===== src/design/mem_port_pkg.sv =====
// Shared widths and types; word address is host address bits 28:2, QUEUE_DEPTH must be a power of two
`default_nettype none

package mem_port_pkg;

	// ============================================================
	// Widths and sizes
	// ============================================================
	localparam int ADDR_W      = 32;	// Host byte address
	localparam int DATA_W      = 32;	// One controller word
	localparam int WORD_ADDR_W = 27;	// Controller local address
	localparam int WORD_LSB    = 2;	// Lowest host address bit of the word address

	localparam int QUEUE_DEPTH = 4;
	localparam int QUEUE_PTR_W = $clog2(QUEUE_DEPTH);
	localparam int QUEUE_CNT_W = $clog2(QUEUE_DEPTH + 1);	// Count must reach QUEUE_DEPTH

	// ============================================================
	// Commands and states
	// ============================================================
	// Encoding follows the host i_rw flag, low means read
	typedef enum logic {
		OP_READ  = 1'b0,
		OP_WRITE = 1'b1
	} mem_op_e;

	typedef struct packed {
		mem_op_e                op;
		logic [WORD_ADDR_W-1:0] addr;
		logic [DATA_W-1:0]      data;
	} mem_cmd_t;

	typedef enum logic [1:0] {
		SEQ_IDLE      = 2'd0,
		SEQ_WRITE_ACK = 2'd1,
		SEQ_READ_WAIT = 2'd2,
		SEQ_READ_ACK  = 2'd3
	} seq_state_e;

	typedef enum logic [1:0] {
		DRV_IDLE      = 2'd0,
		DRV_ISSUE     = 2'd1,
		DRV_READ_WAIT = 2'd2
	} drv_state_e;

endpackage

`default_nettype wire


===== src/design/cmd_queue_if.sv =====
// Command queue link; push only while full is low, pop only while empty is low, head valid when not empty
`timescale 1ns/100ps
`default_nettype none

interface cmd_queue_if;

	// Write side
	logic                   push;
	mem_port_pkg::mem_cmd_t push_cmd;
	logic                   full;

	// Read side
	logic                   pop;
	mem_port_pkg::mem_cmd_t pop_cmd;	// Head entry
	logic                   empty;

	modport writer (
		output push,
		output push_cmd,
		input  full
	);

	modport store (
		input  push,
		input  push_cmd,
		input  pop,
		output full,
		output pop_cmd,
		output empty
	);

	modport reader (
		output pop,
		input  pop_cmd,
		input  empty
	);

endinterface

`default_nettype wire


===== src/design/host_request_sequencer.sv =====
// Host side of the bridge; i_request is a level, writes are acked once queued, one read in flight at a time
`timescale 1ns/100ps
`default_nettype none

module host_request_sequencer (
	input  logic                              i_clock,
	input  logic                              i_reset,

	input  logic                              i_request,
	input  logic                              i_rw,	// High for write
	input  logic [mem_port_pkg::ADDR_W-1:0]   i_address,
	input  logic [mem_port_pkg::DATA_W-1:0]   i_wdata,
	output logic [mem_port_pkg::DATA_W-1:0]   o_rdata,
	output logic                              o_ready,

	input  logic                              i_rsp_valid,
	input  logic [mem_port_pkg::DATA_W-1:0]   i_rsp_data,

	cmd_queue_if.writer                       q
);

	mem_port_pkg::seq_state_e state;
	mem_port_pkg::seq_state_e next_state;
	mem_port_pkg::mem_cmd_t   req_cmd;
	logic                     accept;

	// ============================================================
	// Request capture
	// ============================================================
	always_comb begin
		req_cmd.op   = mem_port_pkg::mem_op_e'(i_rw);
		req_cmd.addr = i_address[mem_port_pkg::WORD_LSB +: mem_port_pkg::WORD_ADDR_W];	// Upper bits dropped
		req_cmd.data = i_wdata;
	end

	assign accept = (state == mem_port_pkg::SEQ_IDLE) && i_request && !q.full;

	assign q.push     = accept;
	assign q.push_cmd = req_cmd;

	// ============================================================
	// State machine
	// ============================================================
	always_comb begin
		next_state = state;
		case (state)
			mem_port_pkg::SEQ_IDLE: begin
				if (accept) begin
					if (req_cmd.op == mem_port_pkg::OP_WRITE)
						next_state = mem_port_pkg::SEQ_WRITE_ACK;	// Posted, ack right away
					else
						next_state = mem_port_pkg::SEQ_READ_WAIT;
				end
			end
			mem_port_pkg::SEQ_WRITE_ACK: begin
				next_state = mem_port_pkg::SEQ_IDLE;
			end
			mem_port_pkg::SEQ_READ_WAIT: begin
				if (i_rsp_valid)
					next_state = mem_port_pkg::SEQ_READ_ACK;
			end
			mem_port_pkg::SEQ_READ_ACK: begin
				next_state = mem_port_pkg::SEQ_IDLE;
			end
			default: begin
				next_state = mem_port_pkg::SEQ_IDLE;
			end
		endcase
	end

	always_ff @(posedge i_clock) begin
		if (i_reset) begin
			state <= mem_port_pkg::SEQ_IDLE;
		end
		else begin
			state <= next_state;
		end
	end

	// Read data lands here one cycle ahead of the ready pulse
	always_ff @(posedge i_clock) begin
		if ((state == mem_port_pkg::SEQ_READ_WAIT) && i_rsp_valid) begin
			o_rdata <= i_rsp_data;
		end
	end

	assign o_ready = (state == mem_port_pkg::SEQ_WRITE_ACK) ||
	                 (state == mem_port_pkg::SEQ_READ_ACK);

	// ============================================================
	// Assertions
	// ============================================================
	// A held request must be seen again as a new one, never acked twice in a row
	ready_single_pulse: assert property (
		@(posedge i_clock) disable iff (i_reset)
		o_ready |=> !o_ready
	) else $error("o_ready high on two consecutive cycles");

endmodule

`default_nettype wire


===== src/design/cmd_queue.sv =====
// Synchronous command FIFO of QUEUE_DEPTH entries; depth must be a power of two, no push while full
`timescale 1ns/100ps
`default_nettype none

module cmd_queue (
	input  logic       i_clock,
	input  logic       i_reset,

	cmd_queue_if.store q
);

	mem_port_pkg::mem_cmd_t               mem [mem_port_pkg::QUEUE_DEPTH];
	logic [mem_port_pkg::QUEUE_PTR_W-1:0] wr_ptr;
	logic [mem_port_pkg::QUEUE_PTR_W-1:0] rd_ptr;
	logic [mem_port_pkg::QUEUE_CNT_W-1:0] count;

	// ============================================================
	// Storage
	// ============================================================
	always_ff @(posedge i_clock) begin
		if (q.push) begin
			mem[wr_ptr] <= q.push_cmd;
		end
	end

	assign q.pop_cmd = mem[rd_ptr];	// Head shows up once count is nonzero

	// ============================================================
	// Pointers and occupancy
	// ============================================================
	always_ff @(posedge i_clock) begin
		if (i_reset) begin
			wr_ptr <= '0;
			rd_ptr <= '0;
			count  <= '0;
		end
		else begin
			if (q.push)
				wr_ptr <= wr_ptr + 1'b1;	// Wraps at the power of two
			if (q.pop)
				rd_ptr <= rd_ptr + 1'b1;

			case ({q.push, q.pop})
				2'b10: count <= count + 1'b1;
				2'b01: count <= count - 1'b1;
				default: count <= count;
			endcase
		end
	end

	assign q.full  = (count == mem_port_pkg::QUEUE_CNT_W'(mem_port_pkg::QUEUE_DEPTH));
	assign q.empty = (count == '0);

	// ============================================================
	// Assertions
	// ============================================================
	// The sequencer must honour full
	no_push_when_full: assert property (
		@(posedge i_clock) disable iff (i_reset)
		q.full |-> !q.push
	) else $error("Command queue pushed while full");

	// The driver must honour empty
	no_pop_when_empty: assert property (
		@(posedge i_clock) disable iff (i_reset)
		q.empty |-> !q.pop
	) else $error("Command queue popped while empty");

endmodule

`default_nettype wire


===== src/design/avl_port_driver.sv =====
// Controller local port driver; single-word transfers, one read outstanding, commands wait for init-done
`timescale 1ns/100ps
`default_nettype none

module avl_port_driver (
	input  logic                                 i_clock,
	input  logic                                 i_reset,

	input  logic                                 i_local_init_done,
	input  logic                                 i_avl_ready,
	input  logic                                 i_avl_rdata_valid,
	input  logic [mem_port_pkg::DATA_W-1:0]      i_avl_rdata,
	output logic                                 o_avl_read_req,
	output logic                                 o_avl_write_req,
	output logic                                 o_avl_burstbegin,
	output logic [mem_port_pkg::WORD_ADDR_W-1:0] o_avl_addr,
	output logic [mem_port_pkg::DATA_W-1:0]      o_avl_wdata,

	output logic                                 o_rsp_valid,
	output logic [mem_port_pkg::DATA_W-1:0]      o_rsp_data,

	cmd_queue_if.reader                          q
);

	mem_port_pkg::drv_state_e state;
	mem_port_pkg::drv_state_e next_state;
	mem_port_pkg::mem_cmd_t   hold_cmd;
	logic                     take;
	logic                     issuing;

	assign take    = (state == mem_port_pkg::DRV_IDLE) && !q.empty && i_local_init_done;
	assign issuing = (state == mem_port_pkg::DRV_ISSUE);

	assign q.pop = take;

	// The popped command stays put until the controller takes it
	always_ff @(posedge i_clock) begin
		if (take) begin
			hold_cmd <= q.pop_cmd;
		end
	end

	// ============================================================
	// State machine
	// ============================================================
	always_comb begin
		next_state = state;
		case (state)
			mem_port_pkg::DRV_IDLE: begin
				if (take)
					next_state = mem_port_pkg::DRV_ISSUE;
			end
			mem_port_pkg::DRV_ISSUE: begin
				if (i_avl_ready) begin
					if (hold_cmd.op == mem_port_pkg::OP_WRITE)
						next_state = mem_port_pkg::DRV_IDLE;
					else
						next_state = mem_port_pkg::DRV_READ_WAIT;
				end
			end
			mem_port_pkg::DRV_READ_WAIT: begin
				if (i_avl_rdata_valid)
					next_state = mem_port_pkg::DRV_IDLE;
			end
			default: begin
				next_state = mem_port_pkg::DRV_IDLE;
			end
		endcase
	end

	always_ff @(posedge i_clock) begin
		if (i_reset) begin
			state       <= mem_port_pkg::DRV_IDLE;
			o_rsp_valid <= 1'b0;
		end
		else begin
			state       <= next_state;
			o_rsp_valid <= (state == mem_port_pkg::DRV_READ_WAIT) && i_avl_rdata_valid;
		end
	end

	always_ff @(posedge i_clock) begin
		if ((state == mem_port_pkg::DRV_READ_WAIT) && i_avl_rdata_valid) begin
			o_rsp_data <= i_avl_rdata;
		end
	end

	// ============================================================
	// Controller port
	// ============================================================
	assign o_avl_read_req   = issuing && (hold_cmd.op == mem_port_pkg::OP_READ);
	assign o_avl_write_req  = issuing && (hold_cmd.op == mem_port_pkg::OP_WRITE);
	assign o_avl_burstbegin = o_avl_read_req || o_avl_write_req;	// Every transfer is one beat
	assign o_avl_addr       = hold_cmd.addr;
	assign o_avl_wdata      = hold_cmd.data;

	// ============================================================
	// Assertions
	// ============================================================
	one_request_at_a_time: assert property (
		@(posedge i_clock) disable iff (i_reset)
		!(o_avl_read_req && o_avl_write_req)
	) else $error("Read and write requests high together");

	// A stalled request must not change under the controller
	request_held_until_ready: assert property (
		@(posedge i_clock) disable iff (i_reset)
		(o_avl_read_req || o_avl_write_req) && !i_avl_ready |=>
			$stable(o_avl_addr) && $stable(o_avl_wdata) &&
			$stable(o_avl_read_req) && $stable(o_avl_write_req)
	) else $error("Controller request changed before ready");

endmodule

`default_nettype wire


===== src/design/mem_port_bridge.sv =====
// Host to memory controller bridge; word address is i_address[28:2], 32-bit words, all byte lanes written
`timescale 1ns/100ps
`default_nettype none

module mem_port_bridge (
	input  logic                                 i_clock,
	input  logic                                 i_reset,

	// Host bus
	input  logic                                 i_request,
	input  logic                                 i_rw,
	input  logic [mem_port_pkg::ADDR_W-1:0]      i_address,
	input  logic [mem_port_pkg::DATA_W-1:0]      i_wdata,
	output logic [mem_port_pkg::DATA_W-1:0]      o_rdata,
	output logic                                 o_ready,

	// Controller local command port
	input  logic                                 i_local_init_done,
	input  logic                                 i_avl_ready,
	input  logic                                 i_avl_rdata_valid,
	input  logic [mem_port_pkg::DATA_W-1:0]      i_avl_rdata,
	output logic                                 o_avl_read_req,
	output logic                                 o_avl_write_req,
	output logic                                 o_avl_burstbegin,
	output logic [mem_port_pkg::WORD_ADDR_W-1:0] o_avl_addr,
	output logic [mem_port_pkg::DATA_W-1:0]      o_avl_wdata
);

	logic                              rsp_valid;
	logic [mem_port_pkg::DATA_W-1:0]   rsp_data;

	cmd_queue_if cmd_q ();

	host_request_sequencer u_sequencer (
		.i_clock     (i_clock),
		.i_reset     (i_reset),
		.i_request   (i_request),
		.i_rw        (i_rw),
		.i_address   (i_address),
		.i_wdata     (i_wdata),
		.o_rdata     (o_rdata),
		.o_ready     (o_ready),
		.i_rsp_valid (rsp_valid),
		.i_rsp_data  (rsp_data),
		.q           (cmd_q.writer)
	);

	cmd_queue u_queue (
		.i_clock (i_clock),
		.i_reset (i_reset),
		.q       (cmd_q.store)
	);

	avl_port_driver u_driver (
		.i_clock           (i_clock),
		.i_reset           (i_reset),
		.i_local_init_done (i_local_init_done),
		.i_avl_ready       (i_avl_ready),
		.i_avl_rdata_valid (i_avl_rdata_valid),
		.i_avl_rdata       (i_avl_rdata),
		.o_avl_read_req    (o_avl_read_req),
		.o_avl_write_req   (o_avl_write_req),
		.o_avl_burstbegin  (o_avl_burstbegin),
		.o_avl_addr        (o_avl_addr),
		.o_avl_wdata       (o_avl_wdata),
		.o_rsp_valid       (rsp_valid),
		.o_rsp_data        (rsp_data),
		.q                 (cmd_q.reader)
	);

endmodule

`default_nettype wire


===== config.mk =====
export PLATFORM = sky130hd
export DESIGN_NAME = mem_port_bridge
export DESIGN_NICKNAME = d
export VERILOG_FILES = /design/src/design/mem_port_pkg.sv /design/src/design/cmd_queue_if.sv /design/src/design/host_request_sequencer.sv /design/src/design/cmd_queue.sv /design/src/design/avl_port_driver.sv /design/src/design/mem_port_bridge.sv
export SDC_FILE = /design/constraint.sdc
export NUM_CORES = 1
export LEC_CHECK = 0
export ABC_AREA = 0
export BUFFER_PORTS_ARGS = -buffer_cell sky130_fd_sc_hd__buf_4
export CAP_MARGIN = 5
export CORE_ASPECT_RATIO = 1.75
export CORE_MARGIN = 5
export CORE_UTILIZATION = 56
export DETAILED_ROUTE_END_ITERATION = 7
export GPL_TIMING_DRIVEN = 1
export HOLD_SLACK_MARGIN = 0.05
export PLACE_DENSITY_LB_ADDON = 0.15
export SYNTH_ARGS = -nofsm -noshare
export SYNTH_HDL_FRONTEND = slang
export SYNTH_SLANG_ARGS = --single-unit

===== constraint.sdc =====
create_clock -name i_clock -period 4.7 [get_ports i_clock]
set_clock_uncertainty 0.05 [all_clocks]
set_input_delay 0.235 -clock i_clock [delete_from_list [all_inputs] [get_ports i_clock]]
set_output_delay 0.235 -clock i_clock [all_outputs]
set_load 0.01 [all_outputs]

==> Word-level counts from Yosys, hierarchy flattened <==
Memories as Yosys holds them, arrays and structs flattened. A register that Yosys moved wholly into a read port is not among the register bits.
Cells that the tools add are included.
{ "word_totals": {"inputBits": 103, "ram_bits": 240, "out_inout_bits": 95, "memories": 1, "regBits": 76, "wordCells": 58} }
{ "memory_table": {"columns": ["name", "depth", "width", "rd", "rd_ports_with_merged_regs", "wr", "line_no", "source"], "rows": [
  ["u_queue.mem", 4, 60, 1, 1, 1, "cmd_queue.sv:12", "mem_port_pkg::mem_cmd_t mem [mem_port_pkg::QUEUE_DEPTH];"]
]} }
{ "classes": {"mux": 12, "eq_ne": 13, "bitwise_logic": 1, "n_reduce_logical": 19, "n_addsub": 4} }
{ "op_table": {"columns": ["op", "count"], "rows": [
  ["$mux W2", 7],
  ["$pmux W2 S3", 2],
  ["$eq A2 B2 Y1 const B", 4],
  ["$logic_and A1 B1 Y1", 8],
  ["$eq A2 B1 Y1 const B", 3],
  ["$ne A2 B2 Y1 const B", 3],
  ["$pmux W3 S2", 1],
  ["$add A2 B1 Y2 const B", 2],
  ["$logic_not A2 Y1", 2],
  ["$ne A2 B1 Y1 const B", 2],
  ["$add A3 B1 Y3 const B", 1],
  ["$eq A3 B3 Y1 const B", 1],
  ["$logic_not A3 Y1", 1],
  ["$reduce_and A3 Y1", 1],
  ["$sub A3 B1 Y3 const B", 1],
  ["$logic_not A1 Y1", 2],
  ["$logic_or A1 B1 Y1", 2],
  ["$mux W1", 2],
  ["$reduce_and A2 Y1", 1],
  ["$reduce_bool A2 Y1", 1],
  ["$reduce_or A2 Y1", 1],
  ["$not A1 Y1", 1]
]} }

==> Longest topological paths before layout <==
Gate-level depths: netlist of run 1.
{ "logic_depth": {"depth_word": 6, "ltp_mapped": 10, "depth_no_buf": 9} }

==> Hierarchy <==
A second synthesis of run 1 with hierarchy kept.
{ "unflattened": {"hier_cells": 630, "area_unflattened_um2": 14044.7} }
{ "modules_own_cells": {"columns": ["mod", "area_each_um2", "cells_each", "n_inst", "seq_area_each_um2"], "rows": [
  ["cmd_queue", 9157.5, 361, 1, 7387.1],
  ["avl_port_driver", 3365.7, 166, 1, 2822.7],
  ["host_request_sequencer", 1521.5, 103, 1, 1001.0]
]} }

==> Worst setup path after synthesis of run 1 <==
Ideal clock, no wire load.
{ "synth_path": {"path_kind": "reg2reg", "from": "register u_queue.count[0] in the netlist's numbering", "to": "register u_queue.count[2] in the netlist's numbering", "arrival_time_ns": 3.463, "n_path_buf": 0, "synth_period_minus_slack_ns": 3.583, "setup_time_ns": 0.070, "path_stages_with_launch": 9, "path_slack_ns": 1.117, "required_time_ns": 4.580, "cell_sequence": "dfxtp_1 nor3_1 and3b_1 ha_1 inv_1 fa_1 xor2_1 or3_1 a21oi_1"} }
{ "synth_via": {"elab_chain_len": 6, "elab_cells_between_ends": 13, "classes_between": "add/sub (2); eq/ne (3); mux (1); reduce/logical (7)"} }
{ "synth_rtl": {"columns": ["element", "line_no", "source"], "rows": [
  ["start, declared", "cmd_queue.sv:15", "logic [mem_port_pkg::QUEUE_CNT_W-1:0] count;"],
  ["start signal, assigned", "cmd_queue.sv:44", "2'b10: count <= count + 1'b1;"],
  ["start signal, assigned", "cmd_queue.sv:45", "2'b01: count <= count - 1'b1;"],
  ["start signal, assigned", "cmd_queue.sv:46", "default: count <= count;"],
  ["$logic_not A3 Y1 *", "cmd_queue.sv:52", "assign q.empty = (count == '0);"],
  ["$logic_not A1 Y1 *", "avl_port_driver.sv:31", "assign take = (state == mem_port_pkg::DRV_IDLE) && !q.empty && i_local_init_done;"],
  ["$logic_and A1 B1 Y1 * (2 in series)", "avl_port_driver.sv:31", null],
  ["net cmd_q.pop", "cmd_queue_if.sv:13", "logic pop;"],
  ["$eq A2 B1 Y1 or $eq A2 B2 Y1 (tied branches)", "cmd_queue.sv:43", "case ({q.push, q.pop})"],
  ["$pmux W3 S2 or $reduce_bool A2 Y1 (tied branches)", null, null]
]} }
The timed path passes the listed nets; every way through them passes the cells marked *.
A chain may end at the register's enable or synchronous reset.

==> Final worst setup path of run 1 <==
{ "layout_path": {"from": "register u_queue.count[0] in the netlist's numbering", "to": "register u_queue.count[2] in the netlist's numbering"} }
{ "layout_via": {"elab_chain_len": 6, "elab_cells_between_ends": 13, "classes_between": "add/sub (2); eq/ne (3); mux (1); reduce/logical (7)"} }
{ "layout_rtl": {"columns": ["element", "line_no"], "rows": [
  ["$logic_not A3 Y1", "cmd_queue.sv:52"],
  ["$logic_not A1 Y1", "avl_port_driver.sv:31"],
  ["$logic_and A1 B1 Y1 (2 in series)", "avl_port_driver.sv:31"],
  ["$eq A2 B1 Y1 or $eq A2 B2 Y1 (tied branches)", "cmd_queue.sv:43"],
  ["$pmux W3 S2 or $reduce_bool A2 Y1 (tied branches)", null]
]} }
Several ways; a longest one is shown, not always the timed one.

==> reports/summary.txt, run 1 <==
Run status -> completed
CP max stage delay -> 0.45 ns
Post-synthesis simple-gate area fraction -> 0.0153
Grt peak-use layer -> met2
Cell Count, Final, Fillers Out -> 1157
Main synth FF type -> edfxtp_1
Least-Margin Pin Slew -> 0.988 ns
Drt wl/cell -> 21.2 µm
Largest family of logic cells by synthesized area -> multiplexers
Fin crit period -> 2.62 ns
Clock Sinks -> 376
Final setup violation count -> 0
Area of the mapped netlist -> 13500 µm²
Initial Util -> 0.566
Slowest CP cell -> fa_1
Post-synthesis mux area share -> 0.104
Total power -> 8.50 mW
Global route overflow -> 0
Fin. Hold Viols -> 0
Critical Path RT -> 5.09 ns
Initial DRT Pass Iterations -> 5
Achievable Freq -> 382 MHz
Synthesis-stage register bit count -> 376
Max Cap Violations -> 0
FILL cells -> 1446
Htree depth -> 2
Top-area cell type share of the netlist area -> 0.811
Pin count of the biggest net entering global routing -> 63
Most numerous cell in the Yosys netlist -> edfxtp_1
Root Buffer -> clkbuf_16
Synth async-reset ratio -> 0
GR Util met3 -> 0.0410
Die area -> 27400 µm²
Initial DRC Count -> 357
CTS Buffer Depth -> 3
Crit-path cells -> or3b_1 -> and3b_1 -> inv_1 -> ha_1 -> inv_1 -> fa_1 -> xor2_1 -> or3_1 -> a21oi_1
Global-route track usage on met2 -> 0.324
Hold Crit Class -> in -> reg
Number of CTS-inserted buffers -> 34
Synth Instances -> 573
Dpl cells -> 1001
Reg2reg path depth -> 9
Compound-Gate Fraction of Synth Area -> 0.00362
Maximum vdd drop -> 0.000400 V
NumNets Final -> 934
Largest fanout on the critical path -> 7
Routed via count -> 6116
Top post-synthesis cells by area -> edfxtp_1 (81%), mux4_2 (10%), buf_4 (3.3%), dfxtp_1 (1.8%), ha_1 (0.46%)
Share of layout cells above drive strength 1 -> 0.370
CP startpoint kind -> register
Fin Setup TNS -> 0 ns
First-pass GRT wire length -> 38100 µm
Sequential share of the synthesized area -> 0.829
Warnings from Yosys -> 0
Post-synthesis adder-cell area fraction -> 0.00613
CTS tree -> built
Vias in the first global route -> 6820
DP Wirelength -> 13300 µm
IO Pins -> 198
Syn Area/Cell -> 23.5 µm²
Ant. Diodes -> 0
Hold Path Stages -> 3
Layout Cell Area excl Fill -> 16900 µm²
Total global-route track usage -> 0.182
Netlist cell types -> 30
Routability congestion estimate -> 0.735
Die X -> 127 µm
Unrepaired setup endpoints after global routing -> no
Number of vias per cell -> 5.29
Max-slew headroom -> 0.342
Worst endpoint data arrival time -> 3.01 ns
Fin crit share -> 0.557
Critical Path Sink Type -> register
CP Buf/Inv Count -> 2
Final wirelength -> 24500 µm
Skew-Pair Late Insertion Delay -> 0.51 ns
Clock transition at path regs -> 0.06 ns
Final slew viol count -> 0
Leak -> 5.82 nW
Num rows -> 75
Routed Antenna Nets -> 0
Cell repeated most along the worst path -> inv_1
Synth Area in XOR/XNOR -> 0.00130
Area Growth Syn to Fin -> 25.4%
Dpl cell area -> 14800 µm²
Port-buffer cells -> 192
Levels on crit path -> 9
Critical path class -> reg -> reg
Core ar. -> 23800 µm²
EDFF count, synth -> 364
Commonest cells post-synth -> edfxtp_1 (364), mux4_2 (60), buf_4 (59)
Delay-heaviest family, CP -> simple AND/OR/NAND/NOR gates
Post-synthesis net count -> 682
PwrDens -> 503 nW/µm²
GR met1 Demand/Resource -> 0.220
Post-CTS setup repair buffer count -> 0
Largest area contributor in the synthesized netlist -> edfxtp_1
Initial antenna violation count -> 0
Die Height -> 215 µm
Drc violations -> 0
placed cells by master, fill, tap and decap left out, types with 2 or more instances in the layout:
cell / n
ha_1: 5
clkbuf_1: 6
clkbuf_8: 2
and2_1: 2
edfxtp_1: 364
nand2b_1: 2
a21oi_1: 2
inv_1: 8
nor2_1: 10
clkbuf_16: 37
bufinv_16: 3
mux2_2: 2
buf_4: 196
nor3_1: 3
clkinv_2: 3
dfxtp_1: 10
and2_4: 4
nor2b_1: 5
dfxtp_4: 2
a32oi_1: 2
clkinv_1: 8
and3b_1: 3
dlygate4sd3_1: 96
xor2_1: 2
mux4_2: 60
flip-flops by register name, indices dropped and copies added (netlist names):
| signal | flops |
|---|---|
| u_queue.wr_ptr | 2 |
| u_driver.o_avl_wdata | 32 |
| u_driver.state | 2 |
| u_queue.rd_ptr | 2 |
| u_sequencer.o_rdata | 32 |
| u_driver.o_rsp_data | 32 |
| u_driver.hold_cmd | 1 |
| u_queue.count | 3 |
| u_driver.o_avl_addr | 27 |
| u_queue.mem | 240 |
| u_sequencer.state | 2 |
| u_driver.o_rsp_valid | 1 |
report_power, final:
part,total [mW],switching [mW],internal [mW]
logic,1.32,0.601,0.721
clock network,2.74,1.12,1.62
registers,4.44,0.249,4.19
stage by stage:
step                       util  setup WS (ns)  hold slack, ns
after floorplan               -           1.12           0.284
after global placement    0.622           2.25           0.350
after detailed placement  0.622           2.12           0.355
after CTS                 0.709           2.07           0.109
after global routing      0.709           1.97           0.126
final                     0.709           2.08           0.137
cells by family after synthesis:
group           after synthesis
flops                       376
buf+inv                      84
mux                          64
simple gates                 34
compound gates                7
fa+ha+maj                     6
xor+xnor                      2
final cells by class:
type                       count  area [µm²]  share of cell area
sequential                   376       11200               0.661
timing repair buffer         292        2430               0.144
multi-input combinational    113        1760               0.104
clock buffer                  45         976              0.0577
tap                          308         385              0.0228
clock inverter                15         143             0.00844
inverter                       8        30.0             0.00178
worst paths after layout:
| kind | start | to | slack [ns] |
|---|---|---|---|
| worst max-delay path | u_queue.count[0] | u_queue.count[2] | 2.08 |
| worst min-delay path | i_local_init_done | u_queue.rd_ptr[1] | 0.14 |
| worst max register to register | u_queue.count[0] | u_queue.count[2] | 2.08 |
| worst min register to register | u_driver.o_rsp_data[23] | u_sequencer.o_rdata[23] | 0.37 |
timing repair:
item	in CTS	in global routing
hold buffers	96	0
endpoints found under the hold margin	280	0
gates resized for setup	0	0
metal layers:
metal | vias to the layer above | routed length, µm | part of all wire
met5 | - | 0 | 0
met4 | 0 | 491 | 0.020
met3 | 33 | 1430 | 0.058
met2 | 194 | 13400 | 0.55
met1 | 3136 | 9180 | 0.37
li1 | 2753 | - | -
worst register-to-register path, cell delays in order (launching register included):
cell and delay, ns:
dfxtp_1 0.34, or3b_1 0.43, and3b_1 0.29, inv_1 0.09, ha_1 0.19, inv_1 0.09, fa_1 0.45, xor2_1 0.16
or3_1 0.31, a21oi_1 0.15
Note: power is estimated with default switching activity, not from simulation.
==> run 2, diff against run 1 <==
--- a/config.mk
+++ b/config.mk
@@ -10,7 +10,7 @@
 export CAP_MARGIN = 5
 export CORE_ASPECT_RATIO = 1.75
 export CORE_MARGIN = 5
-export CORE_UTILIZATION = 56
+export CORE_UTILIZATION = 51
 export DETAILED_ROUTE_END_ITERATION = 7
 export GPL_TIMING_DRIVEN = 1
 export HOLD_SLACK_MARGIN = 0.05
==> constraint.sdc (replaced) <==
create_clock -name i_clock -period 2.3 [get_ports i_clock]
set_clock_uncertainty 0.05 [all_clocks]
set_input_delay 0.115 -clock i_clock [delete_from_list [all_inputs] [get_ports i_clock]]
set_output_delay 0.115 -clock i_clock [all_outputs]
set_load 0.01 [all_outputs]
==> reports/summary.txt, run 2 (synthesized netlist as in run 1, its figures left out) <==
Core ar. -> 26100 µm²
Final setup violation count -> 0
Unrepaired setup endpoints after global routing -> yes
Worst endpoint data arrival time -> 2.68 ns
Die area -> 29900 µm²
Commonest non-fill, non-tap cell in the layout -> edfxtp_1
Reg2reg path depth -> 9
CTS Buffer Depth -> 3
PwrDens -> 1030 nW/µm²
Pin count of the biggest net entering global routing -> 63
Number of CTS-inserted buffers -> 34
Routed Antenna Nets -> 0
Worst Hold Slack -> 0.274 ns
Run status -> completed
Routed via count -> 6158
CTS tree -> built
Maximum vdd drop -> 0.000676 V
Hold Path Stages -> 2
Achievable Freq -> 437 MHz
Initial DRC Count -> 273
Max reg flops -> 240
Global route overflow -> 0
Initial Util -> 0.517
FILL cells -> 1705
Drt wl/cell -> 21.5 µm
Total global-route track usage -> 0.170
Die Height -> 225 µm
Die X -> 133 µm
NumNets Final -> 942
Leak -> 5.86 nW
IO Pins -> 198
Clock transition at path regs -> 0.06 ns
Initial antenna violation count -> 1
Fin crit period -> 2.29 ns
Htree depth -> 2
Final slew viol count -> 0
Clock Sinks -> 376
Largest Register -> u_queue.mem
Least-Margin Pin Slew -> 0.973 ns
Skew-Pair Late Insertion Delay -> 0.52 ns
Vias in the first global route -> 6858
CP startpoint kind -> register
Largest fanout on the critical path -> 4
Root Buffer -> clkbuf_16
Placement Setup Slack -> -0.0371 ns
Internal reg-to-reg setup slack -> 0.01 ns
Share of layout cells above drive strength 1 -> 0.382
Routability congestion estimate -> 0.730
Dpl cells -> 1020
Most frequent cells in the layout -> edfxtp_1 (364), buf_4 (199), dlygate4sd3_1 (97), mux4_2 (60), clkbuf_16 (37)
Critical Path RT -> 2.70 ns
First-pass GRT wire length -> 38800 µm
Critical path class -> reg -> reg
Critical Path Sink Type -> register
DP Wirelength -> 14500 µm
Drc violations -> 0
Num rows -> 78
Port-buffer cells -> 192
Cell Count, Final, Fillers Out -> 1176
Initial DRT Pass Iterations -> 4
Area Growth Syn to Fin -> 26.4%
Final wirelength -> 25200 µm
Fin. Hold Viols -> 0
Hold Crit Class -> in -> reg
Max-slew headroom -> 0.351
Setup slack after layout -> 0.0138 ns
Number of vias per cell -> 5.24
Fin crit share -> 0.994
Max Cap Violations -> 0
run 2: changes by cell type in the layout (fill, tap and decap cells not counted), sizes merged:
cell | before | now
clkbuf | 45 | 44
clkinvlp | 1 | 0
buf | 196 | 203
dlygate4sd3 | 96 | 97
diode | 0 | 1
run 2: power by group:
group / switching [mW] / total (mW) / internal [mW] / leakage (nW)
logic: 1.40 / 3.00 / 1.60 / 1.91
registers: 0.376 / 8.94 / 8.57 / 3.42
clock network: 2.32 / 5.56 / 3.25 / 0.531
total: 4.09 / 17.5 / 13.4 / 5.86
run 2: timing repair:
| item | 4_1_cts | 5_1_grt |
|---|---|---|
| endpoints found under the setup margin | 1 | 1 |
| pin swaps | 0 | 4 |
| setup buffers | 0 | 0 |
| endpoints found under the hold margin | 284 | 0 |
| hold buffers | 97 | 0 |
| resized for setup | 2 | 2 |
run 2: path summary, 6_finish.rpt:
kind | from | endpoint
worst max register to register | u_queue.count[2] | u_queue.count[2]
worst max-delay path | u_queue.count[2] | u_queue.count[2]
worst min-delay path | i_avl_rdata[30] | u_driver.o_rsp_data[30]
worst min register to register | u_driver.o_rsp_data[1] | u_sequencer.o_rdata[1]
run 2: layer usage:
metal,vias to the layer above,track usage,wire (µm)
met5,-,0,0
met4,0,0.0534,519
met3,39,0.0422,1560
met2,203,0.307,13700
met1,3145,0.199,9450
li1,2771,-,-
run 2: cell type report:
class | instances | area, µm² | share of cell area
sequential | 376 | 11200 | 0.657
timing repair buffer | 300 | 2540 | 0.149
multi-input combinational | 113 | 1780 | 0.105
clock buffer | 44 | 952 | 0.0559
tap | 320 | 400 | 0.0235
clock inverter | 14 | 135 | 0.00793
inverter | 8 | 30.0 | 0.00176
antenna | 1 | 2.50 | 0.000147
run 2: critical path, cell delays in order, from the launching register on:
cell     delay (ns)
dfxtp_2        0.34
or3b_1         0.36
and3b_2        0.24
inv_2          0.07
ha_4           0.14
inv_2          0.04
fa_2           0.34
xor2_1         0.16
or3_1          0.36
a21oi_2        0.13
run 2: per-stage QoR:
step / util / TNS [ns] / power (mW) / instance area [µm²]
global placement: 0.574 / 0 / 11.9 / 15000
finish: 0.654 / 0 / 17.5 / 17000
detailed placement: 0.574 / -0.0371 / 12.0 / 15000
floorplan: - / -0.231 / 11.0 / 13500
global route: 0.654 / -0.0586 / 18.2 / 17000
CTS: 0.653 / 0 / 17.8 / 17000
==> run 3, diff against run 2 <==
--- a/config.mk
+++ b/config.mk
@@ -5,7 +5,7 @@
 export SDC_FILE = /design/constraint.sdc
 export NUM_CORES = 1
 export LEC_CHECK = 0
-export ABC_AREA = 0
+export ABC_AREA = 1
 export BUFFER_PORTS_ARGS = -buffer_cell sky130_fd_sc_hd__buf_4
 export CAP_MARGIN = 5
 export CORE_ASPECT_RATIO = 1.75
==> reports/summary.txt, run 3 <==
Run status -> completed
Synth Instances -> 859
Routed via count -> 7674
Leak -> 6.25 nW
Synth async-reset ratio -> 0
Maximum vdd drop -> 0.000867 V
Dpl cell area -> 15900 µm²
CP startpoint kind -> register
Hold_sp -> i_local_init_done
Warnings from Yosys -> 0
Area of the mapped netlist -> 14300 µm²
Post-synthesis net count -> 968
Htree depth -> 2
Initial DRT Pass Iterations -> 5
Top post-synthesis cells by area -> edfxtp_1 (76%), o22ai_2 (3.5%), o21ai_0 (3.3%), nor2_4 (3.2%), buf_4 (3.1%)
DP Wirelength -> 16000 µm
Initial DRC Count -> 382
Largest Register -> u_queue.mem
Die X -> 137 µm
Port-buffer cells -> 192
Total power -> 18.4 mW
Vias in the first global route -> 7961
IO Pins -> 198
Ant. Diodes -> 0
Global route overflow -> 0
Unrepaired setup endpoints after global routing -> no
Syn Area/Cell -> 16.6 µm²
Dpl cells -> 1352
First-pass GRT wire length -> 42200 µm
Routability congestion estimate -> 0.747
CTS Buffer Depth -> 3
Fin crit period -> 2.07 ns
Max-slew headroom -> 0.608
Worst Hold Slack -> 0.0690 ns
EDFF count, synth -> 364
Synthesis-stage register bit count -> 376
Commonest non-fill, non-tap cell in the layout -> edfxtp_1
Critical Path Sink Type -> register
Die Height -> 231 µm
Initial antenna violation count -> 0
Die area -> 31600 µm²
Number of CTS-inserted buffers -> 34
Critical Path RT -> 2.70 ns
Main synth FF type -> edfxtp_1
Initial Util -> 0.513
Final slew viol count -> 0
Max Cap Violations -> 0
Number of vias per cell -> 5.08
Fin crit share -> 0.900
Most numerous cell in the Yosys netlist -> edfxtp_1
Top-area cell type share of the netlist area -> 0.765
Netlist cell types -> 28
Critical path class -> reg -> reg
Core ar. -> 27900 µm²
PwrDens -> 1020 nW/µm²
Clock Sinks -> 376
Area Growth Syn to Fin -> 25.5%
Clock transition at path regs -> 0.07 ns
Commonest cells post-synth -> edfxtp_1 (364), nor2_1 (97), o21ai_0 (95)
Worst Setup SP -> u_driver.state[0]
Pin count of the biggest net entering global routing -> 122
CTS tree -> built
Share of layout cells above drive strength 1 -> 0.322
Skew-Pair Late Insertion Delay -> 0.51 ns
Total global-route track usage -> 0.175
Largest area contributor in the synthesized netlist -> edfxtp_1
Routed Antenna Nets -> 0
Fin. Hold Viols -> 0
Cell Count, Final, Fillers Out -> 1511
Num rows -> 81
Achievable Freq -> 483 MHz
Least-Margin Pin Slew -> 0.588 ns
NumNets Final -> 1222
Root Buffer -> clkbuf_16
Drt wl/cell -> 18.5 µm
Most frequent cells in the layout -> edfxtp_1 (364), buf_4 (209), dlygate4sd3_1 (98), o21ai_0 (95), nor2_1 (92)
Hold Crit Class -> in -> reg
Largest fanout on the critical path -> 5
Final setup violation count -> 0
Final wirelength -> 27900 µm
Drc violations -> 0
Worst endpoint data arrival time -> 2.47 ns
Sequential share of the synthesized area -> 0.781
Reg2reg start -> u_driver.state[0]
Max reg flops -> 240
Layout Cell Area excl Fill -> 17900 µm²
-- run 3: final cells by class --
cell class	count	area [µm²]
clock buffers	40	895
clock inverters	21	213
fillers	2008	9930
inverters	26	106
multi-input cells	359	2360
flip-flops and latches	376	11200
well taps	373	467
repair buffers	316	2730
-- run 3: metrics by stage --
stage	util	setup TNS [ns]	setup slack, ns
after global routing	0.644	0	0.0323
after CTS	0.644	0	0.187
final	0.644	0	0.230
after detailed placement	0.569	0	0.205
after floorplan	-	-81.34	-0.447
after global placement	0.569	0	0.233
-- run 3: logic make-up (layout without fill, tap and decap cells) --
kind of cell / count (synthesis) / in the layout / synth area share
AO/OA/AOI/OAI: 195 / 195 / 0.0912
flip-flops: 376 / 376 / 0.781
adder cells (fa/ha/maj): 6 / 6 / 0.00578
buffers and inverters: 124 / 403 / 0.0576
AND/OR/NAND/NOR: 158 / 158 / 0.0641
-- run 3: final timing paths --
kind | slack [ns] | to | cells past startpoint
setup reg to reg | 0.23 | u_queue.count[2] | 13
hold reg to reg | 0.37 | u_sequencer.o_rdata[11] | 0
hold / removal | 0.07 | u_queue.rd_ptr[1] | 7
setup / recovery | 0.23 | u_queue.count[2] | 13
-- run 3: power by group --
| part | switching (mW) | leakage [nW] | internal (mW) |
|---|---|---|---|
| Clock | 2.32 | 0.534 | 3.25 |
| Sequential | 0.263 | 3.42 | 8.69 |
| Combinational | 2.37 | 2.30 | 1.49 |
| Total | 4.96 | 6.25 | 13.4 |
-- run 3: per-layer routing --
metal / share of wire / track usage
met5: 0 / 0
met4: 0.022 / 0.0542
met3: 0.060 / 0.0365
met2: 0.53 / 0.318
met1: 0.38 / 0.206
-- run 3: worst max-delay path, stage by stage, from the launching register on --
cell        delay (ns)
dfxtp_1           0.37
inv_2             0.08
nand2_1           0.07
nor2_1            0.12
nand2_2           0.11
clkinvlp_4        0.11
ha_2              0.16
inv_1             0.07
fa_1              0.45
a21oi_1           0.14
o21ai_0           0.11
nand2_1           0.07
nand2_1           0.04
nor2_1            0.08
-- run 3: what timing repair did --
action,CTS,global route
resized for setup,0,1
endpoints found under the setup margin,0,1
setup buffers,0,0
hold buffers,98,0
hold endpoints to repair,284,0
